### src/include/harness_cfg.svh
//##########################################################################
// Harness configuration
// Widths, memory size and latency, host register map and the preload
// pattern shared by the memory-side harness
//##########################################################################

`ifndef HARNESS_CFG_SVH
`define HARNESS_CFG_SVH

`define HARNESS_ADDR_W          16
`define HARNESS_DATA_W          32

// 256 words of backing memory at the bottom of the map
`define HARNESS_MEM_DEPTH_LOG2  8
`define HARNESS_MEM_LATENCY     3

`define HARNESS_HOST_FINISH     16'hF000
`define HARNESS_HOST_PUTCHAR    16'hF001
`define HARNESS_HOST_SCRATCH    16'hF002

`define HARNESS_LOAD_WORDS      16
`define HARNESS_LOAD_TAG        16'hA5A5

`endif

### src/source/harness_pkg.sv
//##########################################################################
// Harness types
// Command opcodes, controller phases and the address and data words
//##########################################################################

`include "harness_cfg.svh"

package harness_pkg;

   typedef enum logic [1:0] {
      e_op_read  = 2'd0,
      e_op_write = 2'd1
   } mem_op_e;

   typedef enum logic [1:0] {
      e_st_reset = 2'd0,
      e_st_load  = 2'd1,
      e_st_run   = 2'd2
   } harness_state_e;

   typedef logic [`HARNESS_ADDR_W-1:0] addr_t;
   typedef logic [`HARNESS_DATA_W-1:0] data_t;

endpackage

### src/source/io_host.sv
//##########################################################################
// Host device
// Finish, character output and scratch registers, one response held at
// a time and returned one cycle after the command
//##########################################################################

`timescale 1ns/1ps
`include "harness_cfg.svh"

module io_host
   import harness_pkg::*;
(
   input  logic       clk_i,
   input  logic       rst_n_i,
   input  logic       cmd_v_i,
   input  mem_op_e    cmd_op_i,
   input  addr_t      cmd_addr_i,
   input  data_t      cmd_data_i,
   output logic       cmd_ready_o,
   output logic       resp_v_o,
   output data_t      resp_data_o,
   output logic       resp_err_o,
   input  logic       resp_yumi_i,
   output logic       finish_o,
   output logic       putchar_v_o,
   output logic [7:0] putchar_data_o
);

   logic       accept;
   logic       is_wr;
   logic       hit_finish;
   logic       hit_putchar;
   logic       hit_scratch;
   logic       resp_v_q;
   data_t      resp_data_q;
   logic       resp_err_q;
   logic       finish_q;
   logic       putchar_v_q;
   logic [7:0] putchar_data_q;
   data_t      scratch_q;
   data_t      nxt_data;
   logic       nxt_err;

   assign cmd_ready_o = !resp_v_q || resp_yumi_i;
   assign accept      = cmd_v_i && cmd_ready_o;
   assign is_wr       = (cmd_op_i == e_op_write);
   assign hit_finish  = (cmd_addr_i == `HARNESS_HOST_FINISH);
   assign hit_putchar = (cmd_addr_i == `HARNESS_HOST_PUTCHAR);
   assign hit_scratch = (cmd_addr_i == `HARNESS_HOST_SCRATCH);

   always_comb begin
      nxt_data = '0;
      nxt_err  = !(hit_finish || hit_putchar || hit_scratch);
      if (!is_wr && hit_finish) begin
         nxt_data = data_t'(finish_q);
      end else if (!is_wr && hit_scratch) begin
         nxt_data = scratch_q;
      end
   end

   always_ff @(posedge clk_i) begin
      if (!rst_n_i) begin
         resp_v_q    <= 1'b0;
         finish_q    <= 1'b0;
         putchar_v_q <= 1'b0;
      end else begin
         putchar_v_q <= accept && is_wr && hit_putchar;
         // Sticky until reset
         if (accept && is_wr && hit_finish) begin
            finish_q <= 1'b1;
         end
         if (accept) begin
            resp_v_q <= 1'b1;
         end else if (resp_yumi_i) begin
            resp_v_q <= 1'b0;
         end
      end
   end

   always_ff @(posedge clk_i) begin
      if (accept) begin
         resp_data_q <= nxt_data;
         resp_err_q  <= nxt_err;
      end
      if (accept && is_wr && hit_scratch) begin
         scratch_q <= cmd_data_i;
      end
      if (accept && is_wr && hit_putchar) begin
         putchar_data_q <= cmd_data_i[7:0];
      end
   end

   assign resp_v_o       = resp_v_q;
   assign resp_data_o    = resp_data_q;
   assign resp_err_o     = resp_err_q;
   assign finish_o       = finish_q;
   assign putchar_v_o    = putchar_v_q;
   assign putchar_data_o = putchar_data_q;

endmodule

### config.mk
export PLATFORM = sky130hd
export DESIGN_NAME = io_host
export DESIGN_NICKNAME = d
export VERILOG_FILES = /design/src/source/harness_pkg.sv /design/src/source/io_host.sv
export VERILOG_INCLUDE_DIRS = /design/src /design/src/include
export SDC_FILE = /design/constraint.sdc
export NUM_CORES = 1
export LEC_CHECK = 0
export BUFFER_PORTS_ARGS = -buffer_cell sky130_fd_sc_hd__buf_2
export CORE_AREA = 5 5 81 83
export DETAILED_ROUTE_END_ITERATION = 7
export DIE_AREA = 0 0 86 88
export GPL_TIMING_DRIVEN = 0
export PLACE_DENSITY = 0.84
export SYNTH_ARGS = -nofsm -noshare
export SYNTH_HDL_FRONTEND = slang
export SYNTH_SLANG_ARGS = --single-unit
### constraint.sdc
create_clock -name clk_i -period 8.4 [get_ports clk_i]
set_clock_uncertainty 0.15 [all_clocks]
set_input_delay 2.52 -clock clk_i [delete_from_list [all_inputs] [get_ports clk_i]]
set_output_delay 2.52 -clock clk_i [all_outputs]
set_load 0.02 [all_outputs]
; ---- Word level (Yosys, flattened, before mapping)
; Cells that the tools add are included.
[totals]
reg_bits = 76
in_bits = 54
out_inout_bits = 45
wordCells = 32
[op_classes]
eq_ne = 4
muxes = 4
bitwise = 1
reduce_logical = 15
[ops]
columns = cell, count
row1 = $eq A16 B16 Y1 const B, 3
row2 = $logic_and A1 B1 Y1, 7
row3 = $mux W1, 4
row4 = $logic_not A1 Y1, 3
row5 = $logic_or A1 B1 Y1, 3
row6 = $eq A2 B1 Y1 const B, 1
row7 = $reduce_bool A2 Y1, 1
row8 = $reduce_or A2 Y1, 1
row9 = $not A1 Y1, 1

; ---- Depth between registers and ports, before layout
; Gate-level depths: netlist of run 1.
[logic_depth]
depth_word = 5
ltp_mapped = 5
mapped_depth_nobuf = 3

; ---- Worst setup path before layout of run 1
; No wires, ideal clock.
[synth_timing]
kind = input to register
from = in cmd_addr_i[8]
to = reg scratch_q[0] (enable)
setup_time_ps = 441
t_arrival_ps = 4958
required_time_ps = 7809
path_slack_ps = 2851
cell_stages = 3
n_path_buf = 0
path_cell_list = nor4b_4 nand4_4 nor4b_2
[synth_between]
elab_chain_len = 2
[synth_lines]
columns = element, line
row1 = from (decl), io_host.sv:17  ; input addr_t cmd_addr_i,
row2 = $eq A16 B16 Y1 (no line), n/a
row3 = $logic_and A1 B1 Y1, io_host.sv:85  ; if (accept && is_wr && hit_scratch) begin
row4 = to (signal assigned), io_host.sv:86  ; scratch_q <= cmd_data_i;
row5 = to (decl), io_host.sv:40  ; data_t scratch_q;
; No other way between the ends.
; A chain may end at the register's enable or synchronous reset.

; ---- Final worst setup path of run 1
[layout_timing]
from = in resp_yumi_i
to = out cmd_ready_o
[layout_between]
elab_chain_len = 1
[layout_lines]
columns = element, line
row1 = from (decl), io_host.sv:23  ; input logic resp_yumi_i,
row2 = $logic_or A1 B1 Y1, io_host.sv:44  ; assign cmd_ready_o = !resp_v_q || resp_yumi_i;
row3 = to (decl), io_host.sv:19  ; output logic cmd_ready_o,
; No other way between the ends.

==> implementation parameters, run 1 <==
Parameter                              Value

Worst setup path
  Required time worst endpoint ... 5.73 ns
  Crit path DAT ... 3.01 ns
  Timing endpoint of the critical path ... cmd_ready_o
  Critical path origin ... resp_yumi_i
  Worst Setup End Kind ... output port
  Critical register-to-register path startpoint ... resp_v_o$_SDFFE_PN0P_
  Crit path kind ... input pin to output port
  Critical Path Source Type ... input pin
  Worst reg2reg path endpoint ... putchar_data_o[7]$_DFFE_PP_
  Flop2flop setup slack ... 6.63 ns
  Largest driver fanout on the critical path ... 5
  Worst R2R Path Depth ... 3

Global route
  Via count of the first global-routing pass ... 1682
  Total track usage ... 0.145
  Aggregate global routing overflow ... 0
  Global-route wire length before repair ... 8030 µm
  Number of antenna violations at the first check in global routing ... 0
  Maximum number of pins on one net before global-route repair ... 34

Synth
  Fraction of post-synthesis cell area in the top cell type by area ... 0.744
  Number of enable flip-flop cells after synthesis ... 73
  Synthesized netlist net count ... 224
  Part of the Yosys area used for sequential elements ... 0.765
  Top-count cell post-synth ... sky130_fd_sc_hd__edfxtp_1
  Warnings, synthesis ... 0
  Unique masters post-synth ... 27
  Syn Std Cell Area ... 2950 µm²
  Average cell area after synthesis ... 17.3 µm²
  Flops & latches, synth ... 76
  Most numerous cell types in the synthesized netlist ... sky130_fd_sc_hd__edfxtp_1 (73), sky130_fd_sc_hd__inv_1 (33), sky130_fd_sc_hd__nor3_2 (29)
  Post-synthesis instance total ... 170
  Biggest area consumer among synthesized cells ... sky130_fd_sc_hd__edfxtp_1
  Asr flop ratio synth ... 0
  Cells taking the most area after synthesis ... sky130_fd_sc_hd__edfxtp_1 (74%), sky130_fd_sc_hd__nor3_2 (9.9%), sky130_fd_sc_hd__inv_1 (4.2%)
  Post-synth top flop ... sky130_fd_sc_hd__edfxtp_1

Floorplanning
  Core region area ... 5780 µm²
  FP Rows ... 28
  Top Ports ... 99
  Die Area ... 7570 µm²
  Initial standard-cell utilization of the core ... 0.510
  X dimension of the die ... 86 µm
  Vert. Die Dim ... 88 µm

Routing
  Average wire per standard cell ... 14.4 µm
  WL final ... 5210 µm
  First DRT Iteration DRCs ... 45
  Number of nets still failing antenna checks after routing ... 0
  Drt via density ... 4.70
  Router iterations before antenna repair ... 4
  Vias ... 1696
  Count of unresolved DRC violations after routing ... 0

Timing
  Actual slew at the worst max-slew pin ... 0.769 ns
  Max-slew headroom ... 0.485
  Unrepaired setup endpoints after global routing ... no
  Max-slew violation total from the final report ... 0
  Number of hold violations in the final report ... 0
  Time the worst path needs with I/O delays and setup ... 5.68 ns
  Final worst path period share ... 0.676
  # setup viols final ... 0
  Max Freq ... 0.176 GHz
  Sum of negative setup slack ... 0 ns

Placed design
  DP HPWL ... 4030 µm
  GP Congestion ... 0.694
  Port Buf Inserts ... 98

Min path
  Hold/Removal Path Class ... register to register

Clock network
  Total CTS buffers ... 9
  Clock sink count ... 76
  Clk Tree Root Cell ... sky130_fd_sc_hd__clkbuf_8
  Clock transition at the registers of the reported paths ... 0.07 ns
  Hold_buf cts ... 0
  CTS tree ... done
  H-Tree Depth ... 3
  CTS max path bufs ... 2
  Buffers inserted during post-CTS setup optimization ... 0
  Source-to-sink clock delay at the later pin of the worst-skew pair ... 0.33 ns
  Post-cts sizing count ... 0

Cells and area
  Number of diodes ... 0
  Number of nets in the layout ... 335
  Fraction of the core area covered by cells at the end of the flow ... 0.653
  Area delta synth->final ... 28.2%
  Share of cells above drive strength 1 ... 0.545

Pwr
  Worst ir drop on vdd ... 0.126 mV
  Power density relative to cell area ... 203 nW/µm²
  Static power due to leakage ... 1.52 nW

Run status
  Run status ... completed

Run
  Number of maximum-capacitance constraint violations ... 0
-- state kept, by name, summed over array words and instances (netlist names) --
signal,count
putchar_data_o,8
finish_o,1
resp_data_o,32
resp_v_o,1
scratch_q,32
resp_err_o,1
putchar_v_o,1
-- power breakdown --
group	leakage (nW)	internal [W]	switching, W
logic	0.702	0.0000175	0.0000293
clock network	0.111	0.000166	0.000128
registers	0.708	0.000422	0.00000207
-- critical path, stage by stage --
cell                       delay (ns)
sky130_fd_sc_hd__buf_2           0.09
sky130_fd_sc_hd__nand2b_1        0.20
sky130_fd_sc_hd__buf_2           0.19
-- cells by family (layout without fill, tap and decap cells) --
group / count (synthesis) / count (layout) / synth area share
flip-flops: 76 / 76 / 0.765
AND/OR/NAND/NOR: 50 / 50 / 0.163
buffers and inverters: 40 / 156 / 0.0620
AO/OA/AOI/OAI: 3 / 3 / 0.00722
multiplexers: 1 / 1 / 0.00340
-- routing by layer --
layer / wire (µm) / part of all wire / vias up / GRT usage
li1: - / - / 832 / -
met1: 1900 / 0.36 / 787 / 0.164
met2: 2840 / 0.55 / 69 / 0.255
met3: 377 / 0.072 / 8 / 0.0320
met4: 93 / 0.018 / 0 / 0.0820
met5: 0 / 0 / - / 0
-- layout make-up --
| type | count | area, µm² |
|---|---|---|
| sequential | 76 | 2250 |
| fill | 446 | 2000 |
| multi-input combinational | 54 | 520 |
| timing repair buffer | 100 | 513 |
| clock buffer | 9 | 124 |
| inverter | 33 | 124 |
| tap | 75 | 93.8 |
| clock inverter | 7 | 91.3 |
| buffer | 7 | 58.8 |
-- how the worst min path moves through the flow --
stage / cells past startpoint / slack, ns / startpoint / end
after detailed placement: 2 / 0.32 / finish_o$_SDFFE_PN0P_ / finish_o$_SDFFE_PN0P_
final: 2 / 0.33 / finish_o$_SDFFE_PN0P_ / finish_o$_SDFFE_PN0P_
after CTS: 2 / 0.33 / finish_o$_SDFFE_PN0P_ / finish_o$_SDFFE_PN0P_
after floorplan: 2 / 0.39 / finish_o$_SDFFE_PN0P_ / finish_o$_SDFFE_PN0P_
after global routing: 2 / 0.37 / finish_o$_SDFFE_PN0P_ / finish_o$_SDFFE_PN0P_
after global placement: 2 / 0.31 / finish_o$_SDFFE_PN0P_ / finish_o$_SDFFE_PN0P_
-- per-stage QoR --
step / total power, W / instances / setup slack (ns) / instance area (µm²) / hold slack, ns
global placement: 0.000479 / 343 / 1.98 / 3530 / 0.309
detailed placement: 0.000481 / 345 / 2.72 / 3560 / 0.322
finish: 0.000765 / 361 / 2.72 / 3780 / 0.333
global route: 0.000792 / 361 / 2.68 / 3780 / 0.369
floorplan: 0.000455 / 170 / 2.85 / 2950 / 0.387
CTS: 0.000773 / 361 / 2.72 / 3780 / 0.334
-- cell usage in the layout, fill, tap and decap left out, drive strengths merged --
cell / count
buf: 106
dfxtp: 3
nor2: 2
and2: 1
mux2i: 1
nand2b: 1
and4b: 1
nor3: 33
or3b: 1
nor4b: 2
o41ai: 1
nor4: 2
clkinv: 5
nand2: 1
and2b: 1
edfxtp: 73
nand3: 1
a21o: 1
nand4: 3
inv: 33
clkbuf: 10
bufinv: 2
nor2b: 1
a21oi: 1
Power figures use the tool's default switching activity.
==> inputs of run 2 (changes only) <==
--- a/config.mk
+++ b/config.mk
@@ -7,11 +7,11 @@
 export NUM_CORES = 1
 export LEC_CHECK = 0
 export BUFFER_PORTS_ARGS = -buffer_cell sky130_fd_sc_hd__buf_2
-export CORE_AREA = 5 5 81 83
+export CORE_AREA = 5 5 83 85
 export DETAILED_ROUTE_END_ITERATION = 7
-export DIE_AREA = 0 0 86 88
+export DIE_AREA = 0 0 88 90
 export GPL_TIMING_DRIVEN = 0
-export PLACE_DENSITY = 0.84
+export PLACE_DENSITY = 0.8
 export SYNTH_ARGS = -nofsm -noshare
 export SYNTH_HDL_FRONTEND = slang
 export SYNTH_SLANG_ARGS = --single-unit
==> constraint.sdc (replaced) <==
create_clock -name clk_i -period 5.94 [get_ports clk_i]
set_clock_uncertainty 0.15 [all_clocks]
set_input_delay 1.782 -clock clk_i [delete_from_list [all_inputs] [get_ports clk_i]]
set_output_delay 1.782 -clock clk_i [all_outputs]
set_load 0.02 [all_outputs]
==> run 2 against run 1 <==
Total power is 47% higher; critical path depth is the same; largest power group unchanged; critical path type unchanged; clock power grew 56%.
==> implementation parameters, run 2 (synthesis gave the netlist of run 1 again) <==
Parameter                              Value

Run status
  Run status ... completed (unchanged)

Worst setup path
  Required time worst endpoint ... 4.01 ns (was 5.73 ns)
  Worst R2R Path Depth ... 4 (was 3)
  Largest driver fanout on the critical path ... 5 (unchanged)
  Worst reg2reg path endpoint ... scratch_q[22]$_DFFE_PP_ (was putchar_data_o[7]$_DFFE_PP_)
  Worst Setup End Kind ... output port (unchanged)
  Flop2flop setup slack ... 4.07 ns (was 6.63 ns)
  Crit path DAT ... 2.27 ns (was 3.01 ns)
  Crit path kind ... input pin to output port (unchanged)
  Critical Path Source Type ... input pin (unchanged)
  Critical path origin ... resp_yumi_i (unchanged)
  Critical register-to-register path startpoint ... resp_v_o$_SDFFE_PN0P_ (unchanged)

Pwr
  Static power due to leakage ... 1.53 nW (was 1.52 nW)
  Power density relative to cell area ... 295 nW/µm² (was 203 nW/µm²)
  Worst ir drop on vdd ... 0.160 mV (was 0.126 mV)

Clock network
  Source-to-sink clock delay at the later pin of the worst-skew pair ... 0.34 ns (was 0.33 ns)
  Clock transition at the registers of the reported paths ... 0.08 ns (was 0.07 ns)
  Total CTS buffers ... 9 (unchanged)
  Buffers inserted during post-CTS setup optimization ... 0 (unchanged)
  CTS max path bufs ... 2 (unchanged)
  Clock sink count ... 76 (unchanged)
  Hold_buf cts ... 0 (unchanged)
  Clk Tree Root Cell ... sky130_fd_sc_hd__clkbuf_8 (unchanged)
  CTS tree ... done (unchanged)
  Post-cts sizing count ... 0 (unchanged)
  H-Tree Depth ... 3 (unchanged)

Min path
  Hold/Removal Path Class ... register to register (unchanged)
  Worst hold path cell count ... 2 (unchanged)
  Worst Hold Endpoint ... finish_o$_SDFFE_PN0P_ (unchanged)
  Origin of the worst min-delay path ... finish_o$_SDFFE_PN0P_ (unchanged)

Global route
  Gr busiest metal ... met2 (unchanged)
  Aggregate global routing overflow ... 0 (unchanged)
  Maximum number of pins on one net before global-route repair ... 34 (unchanged)
  Met2 GRT Util ... 0.234 (was 0.255)
  Global Route met1 Usage ... 0.155 (was 0.164)
  Total track usage ... 0.139 (was 0.145)
  Via count of the first global-routing pass ... 1701 (was 1682)
  Global-route wire length before repair ... 8210 µm (was 8030 µm)
  Met3 usage ... 0.0393 (was 0.0320)
  Number of antenna violations at the first check in global routing ... 0 (unchanged)

Routing
  Vias ... 1699 (was 1696)
  Count of unresolved DRC violations after routing ... 0 (unchanged)
  Router iterations before antenna repair ... 4 (unchanged)
  Number of nets still failing antenna checks after routing ... 0 (unchanged)
  First DRT Iteration DRCs ... 49 (was 45)
  Average wire per standard cell ... 14.0 µm (was 14.4 µm)
  Drt via density ... 4.68 (was 4.70)
  WL final ... 5080 µm (was 5210 µm)

Floorplanning
  X dimension of the die ... 88 µm (was 86 µm)
  Core region area ... 6130 µm² (was 5780 µm²)
  Top Ports ... 99 (unchanged)
  Die Area ... 7920 µm² (was 7570 µm²)
  FP Rows ... 29 (was 28)
  Initial standard-cell utilization of the core ... 0.480 (was 0.510)
  Vert. Die Dim ... 90 µm (was 88 µm)

Placed design
  GP Congestion ... 0.735 (was 0.694)
  Port Buf Inserts ... 98 (unchanged)
  DP HPWL ... 3840 µm (was 4030 µm)
  Instance area at placement ... 3570 µm² (was 3560 µm²)

Cells and area
  Area delta synth->final ... 29.3% (was 28.2%)
  Number of diodes ... 0 (unchanged)
  Leading cell types in the layout, fill and taps excluded ... sky130_fd_sc_hd__buf_2 (100), sky130_fd_sc_hd__edfxtp_1 (73), sky130_fd_sc_hd__inv_1 (33) (unchanged)
  Number of nets in the layout ... 335 (unchanged)
  Fin area ... 3810 µm² (was 3780 µm²)
  Share of cells above drive strength 1 ... 0.549 (was 0.545)
  Most common cell after layout, fill and taps aside ... sky130_fd_sc_hd__buf_2 (unchanged)

Timing
  Max Freq ... 0.238 GHz
  Number of hold violations in the final report ... 0 (unchanged)
  Max-slew violation total from the final report ... 0 (unchanged)
  Sum of negative setup slack ... 0 ns (unchanged)
  # setup viols final ... 0 (unchanged)
  Final worst path period share ... 0.707
  Actual slew at the worst max-slew pin ... 0.750 ns (was 0.769 ns)
  Unrepaired setup endpoints after global routing ... no (unchanged)
  Max-slew headroom ... 0.498 (was 0.485)
  Time the worst path needs with I/O delays and setup ... 4.20 ns

Run
  Number of maximum-capacitance constraint violations ... 0 (unchanged)
## run 2: cell types whose count changed in the layout (fill, tap and decap cells not counted), sizes merged
cell / previous run / this run
clkinvlp: 0 / 2
clkinv: 5 / 2
bufinv: 2 / 3
## run 2: cell type report
| class | instances | area [µm²] |
|---|---|---|
| plain buffers | 7 | 58.8 |
| clock buffers | 9 | 124 |
| clock inverters | 7 | 115 |
| fillers | 487 | 2320 |
| inverters | 33 | 124 |
| multi-input cells | 54 | 520 |
| flip-flops and latches | 76 | 2250 |
| well taps | 77 | 96.3 |
| repair buffers | 100 | 517 |
## run 2: worst max-delay path: stages
cell and delay (ns):
sky130_fd_sc_hd__buf_2 0.09, sky130_fd_sc_hd__nand2b_1 0.20, sky130_fd_sc_hd__buf_2 0.19
## run 2: power by group
group | leakage (nW) | switching (W) | total (W) | internal [W]
logic | 0.703 | 0.0000407 | 0.0000655 | 0.0000248
registers | 0.708 | 0.00000262 | 0.000600 | 0.000597
clock network | 0.115 | 0.000180 | 0.000458 | 0.000277
total | 1.53 | 0.000224 | 0.00112 | 0.000899
## run 2: worst max-delay path by stage
stage	depth (start not counted)	slack (ns)	end
detailed placement	3	1.74	cmd_ready_o
floorplan	3	1.13	scratch_q[0]$_DFFE_PP_
global route	3	1.72	cmd_ready_o
CTS	3	1.74	cmd_ready_o
finish	3	1.74	cmd_ready_o
global placement	4	0.23	scratch_q[22]$_DFFE_PP_
## run 2: routing by layer
layer | vias up | part of all wire
li1 | 834 | -
met1 | 792 | 0.37
met2 | 63 | 0.53
met3 | 10 | 0.074
met4 | 0 | 0.021
met5 | - | 0
## run 2: per-stage QoR
| stage | setup WS, ns | hold slack, ns | instances | power, W | utilization |
|---|---|---|---|---|---|
| finish | 1.74 | 0.329 | 363 | 0.00112 | 0.621 |
| global route | 1.72 | 0.346 | 363 | 0.00116 | 0.621 |
| CTS | 1.74 | 0.326 | 363 | 0.00114 | 0.621 |
| detailed placement | 1.74 | 0.311 | 347 | 0.000679 | 0.582 |
| global placement | 0.228 | 0.298 | 345 | 0.000677 | 0.576 |
| floorplan | 1.13 | 0.387 | 170 | 0.000643 | - |
==> inputs of run 3 (changes only) <==
--- a/config.mk
+++ b/config.mk
@@ -7,11 +7,11 @@
 export NUM_CORES = 1
 export LEC_CHECK = 0
 export BUFFER_PORTS_ARGS = -buffer_cell sky130_fd_sc_hd__buf_2
-export CORE_AREA = 5 5 83 85
+export CORE_AREA = 5 5 87 89
 export DETAILED_ROUTE_END_ITERATION = 7
-export DIE_AREA = 0 0 88 90
+export DIE_AREA = 0 0 92 94
 export GPL_TIMING_DRIVEN = 0
-export PLACE_DENSITY = 0.8
+export PLACE_DENSITY = 0.77
 export SYNTH_ARGS = -nofsm -noshare
 export SYNTH_HDL_FRONTEND = slang
 export SYNTH_SLANG_ARGS = --single-unit
==> constraint.sdc (replaced) <==
create_clock -name clk_i -period 3.79 [get_ports clk_i]
set_clock_uncertainty 0.15 [all_clocks]
set_input_delay 1.137 -clock clk_i [delete_from_list [all_inputs] [get_ports clk_i]]
set_output_delay 1.137 -clock clk_i [all_outputs]
set_load 0.02 [all_outputs]
==> run 3 against run 2 <==
Sequential share of layout area is 0.47 points higher; global-route usage fell by 0.74 points; critical endpoint is now scratch_q[25]$_DFFE_PP_; utilization shrank 5.6 points; largest power group unchanged; highest routed layer unchanged; first-iteration DRC count fell by 18%.
==> implementation parameters, run 3 (synthesis gave the netlist of run 1 again) <==
Parameter                              Value

Global route
  Maximum number of pins on one net before global-route repair ... 34 (unchanged)
  Gr busiest metal ... met2 (unchanged)
  Met2 GRT Util ... 0.224 (was 0.234)
  Number of antenna violations at the first check in global routing ... 0 (unchanged)
  Met3 usage ... 0.0433 (was 0.0393)
  Total track usage ... 0.132 (was 0.139)
  Global-route wire length before repair ... 8580 µm (was 8210 µm)
  Aggregate global routing overflow ... 0 (unchanged)
  Via count of the first global-routing pass ... 1757 (was 1701)
  Global Route met1 Usage ... 0.152 (was 0.155)

Cells and area
  Fraction of the core area covered by cells at the end of the flow ... 0.565 (was 0.621)
  Filler cells ... 550 (was 487)
  Share of cells above drive strength 1 ... 0.538 (was 0.549)
  Area of the multi-input gates ... 520 µm² (unchanged)
  Area delta synth->final ... 28.2% (was 29.3%)
  Area of all sequential standard cells ... 2250 µm² (unchanged)
  Number of diodes ... 0 (unchanged)
  Non-filler cells in the finished layout ... 366 (was 363)
  Number of nets in the layout ... 335 (unchanged)
  Leading cell types in the layout, fill and taps excluded ... sky130_fd_sc_hd__buf_2 (100), sky130_fd_sc_hd__edfxtp_1 (73), sky130_fd_sc_hd__inv_1 (33) (unchanged)
  Most common cell after layout, fill and taps aside ... sky130_fd_sc_hd__buf_2 (unchanged)

Pwr
  Power density relative to cell area ... 444 nW/µm² (was 295 nW/µm²)
  Worst ir drop on vdd ... 0.262 mV (was 0.160 mV)
  Final total power ... 0.00168 W (was 0.00112 W)
  Static power due to leakage ... 1.52 nW (was 1.53 nW)

Routing
  Average wire per standard cell ... 14.4 µm (was 14.0 µm)
  First DRT Iteration DRCs ... 40 (was 49)
  WL final ... 5270 µm (was 5080 µm)
  Router iterations before antenna repair ... 4 (unchanged)
  Vias ... 1640 (was 1699)
  Drt via density ... 4.48 (was 4.68)
  Number of nets still failing antenna checks after routing ... 0 (unchanged)
  Count of unresolved DRC violations after routing ... 0 (unchanged)

Timing
  Max-slew violation total from the final report ... 0 (unchanged)
  Max-slew headroom ... 0.446 (was 0.498)
  Time the worst path needs with I/O delays and setup ... 3.06 ns
  # setup viols final ... 0 (unchanged)
  Unrepaired setup endpoints after global routing ... no (unchanged)
  Worst hold-check slack ... 0.321 ns (was 0.329 ns)
  Max Freq ... 0.326 GHz
  Sum of negative setup slack ... 0 ns (unchanged)
  Number of hold violations in the final report ... 0 (unchanged)
  Actual slew at the worst max-slew pin ... 0.827 ns (was 0.750 ns)
  Final worst path period share ... 0.808

Placed design
  Placed Instances ... 350 (was 347)
  Port Buf Inserts ... 98 (unchanged)
  DP HPWL ... 3980 µm (was 3840 µm)
  GP Congestion ... 0.687 (was 0.735)

Clock network
  Source-to-sink clock delay at the later pin of the worst-skew pair ... 0.33 ns (was 0.34 ns)
  Clk Tree Root Cell ... sky130_fd_sc_hd__clkbuf_8 (unchanged)
  Post-cts sizing count ... 0 (unchanged)
  Clock transition at the registers of the reported paths ... 0.07 ns (was 0.08 ns)
  Clock sink count ... 76 (unchanged)
  CTS tree ... done (unchanged)
  CTS max path bufs ... 2 (unchanged)
  Total CTS buffers ... 9 (unchanged)
  Buffers inserted during post-CTS setup optimization ... 0 (unchanged)
  H-Tree Depth ... 3 (unchanged)
  Hold_buf cts ... 0 (unchanged)

Worst setup path
  Crit path kind ... input pin to register (was input pin to output port)
  Worst Setup End Kind ... register (was output port)
  Flop2flop setup slack ... 1.74 ns (was 4.07 ns)
  Required time worst endpoint ... 3.68 ns (was 4.01 ns)
  Largest driver fanout on the critical path ... 13 (was 5)
  Critical Path Source Type ... input pin (unchanged)
  Crit path DAT ... 2.95 ns (was 2.27 ns)

Min path
  Hold/Removal Path Class ... register to register (unchanged)

Floorplanning
  Vert. Die Dim ... 94 µm (was 90 µm)
  Top Ports ... 99 (unchanged)
  X dimension of the die ... 92 µm (was 88 µm)
  Core region area ... 6680 µm² (was 6130 µm²)
  Initial standard-cell utilization of the core ... 0.441 (was 0.480)
  Die Area ... 8650 µm² (was 7920 µm²)
  FP Rows ... 30 (was 29)

Run status
  Run status ... completed (unchanged)

Run
  Number of maximum-capacitance constraint violations ... 0 (unchanged)
run 3: cell types whose count changed in the layout (fill, tap and decap cells not counted), sizes merged:
cell / previous run / this run
clkinvlp: 2 / 0
clkinv: 2 / 5
bufinv: 3 / 2
run 3: report_power, final:
group          switching [W]  internal [W]
Sequential        0.00000432      0.000936
Combinational      0.0000648     0.0000388
Clock               0.000271      0.000362
Total               0.000340       0.00134
run 3: worst paths after layout:
kind | startpoint | to | cells past startpoint
worst max-delay path | cmd_addr_i[8] | scratch_q[25]$_DFFE_PP_ | 5
worst min-delay path | finish_o$_SDFFE_PN0P_ | finish_o$_SDFFE_PN0P_ | 2
worst max register to register | resp_v_o$_SDFFE_PN0P_ | scratch_q[25]$_DFFE_PP_ | 4
worst min register to register | finish_o$_SDFFE_PN0P_ | finish_o$_SDFFE_PN0P_ | 2
run 3: stage by stage:
step	area [µm²]	worst slack [ns]
2_1_floorplan	2950	0.354
3_3_place_gp	3540	-0.313
3_5_place_dp	3570	0.344
4_1_cts	3780	0.707
5_1_grt	3780	0.579
6_report	3780	0.727
run 3: area by class of cell:
cell class	count	area share
timing repair buffer	100	0.137
buffer	7	0.0156
multi-input combinational	54	0.138
tap	80	0.0265
clock inverter	7	0.0215
inverter	33	0.0328
sequential	76	0.596
clock buffer	9	0.0328
run 3: routing by layer:
layer  wire length [µm]  vias up
met3                372        4
met2               2800       62
met4                 44        0
met1               2050      741
li1                   -      833
met5                  0        -
run 3: critical path, stage by stage:
cell,delay [ns]
sky130_fd_sc_hd__buf_2,0.11
sky130_fd_sc_hd__nor4b_4,0.38
sky130_fd_sc_hd__nand4_4,0.27
sky130_fd_sc_hd__nor4b_4,0.80
sky130_fd_sc_hd__buf_8,0.25
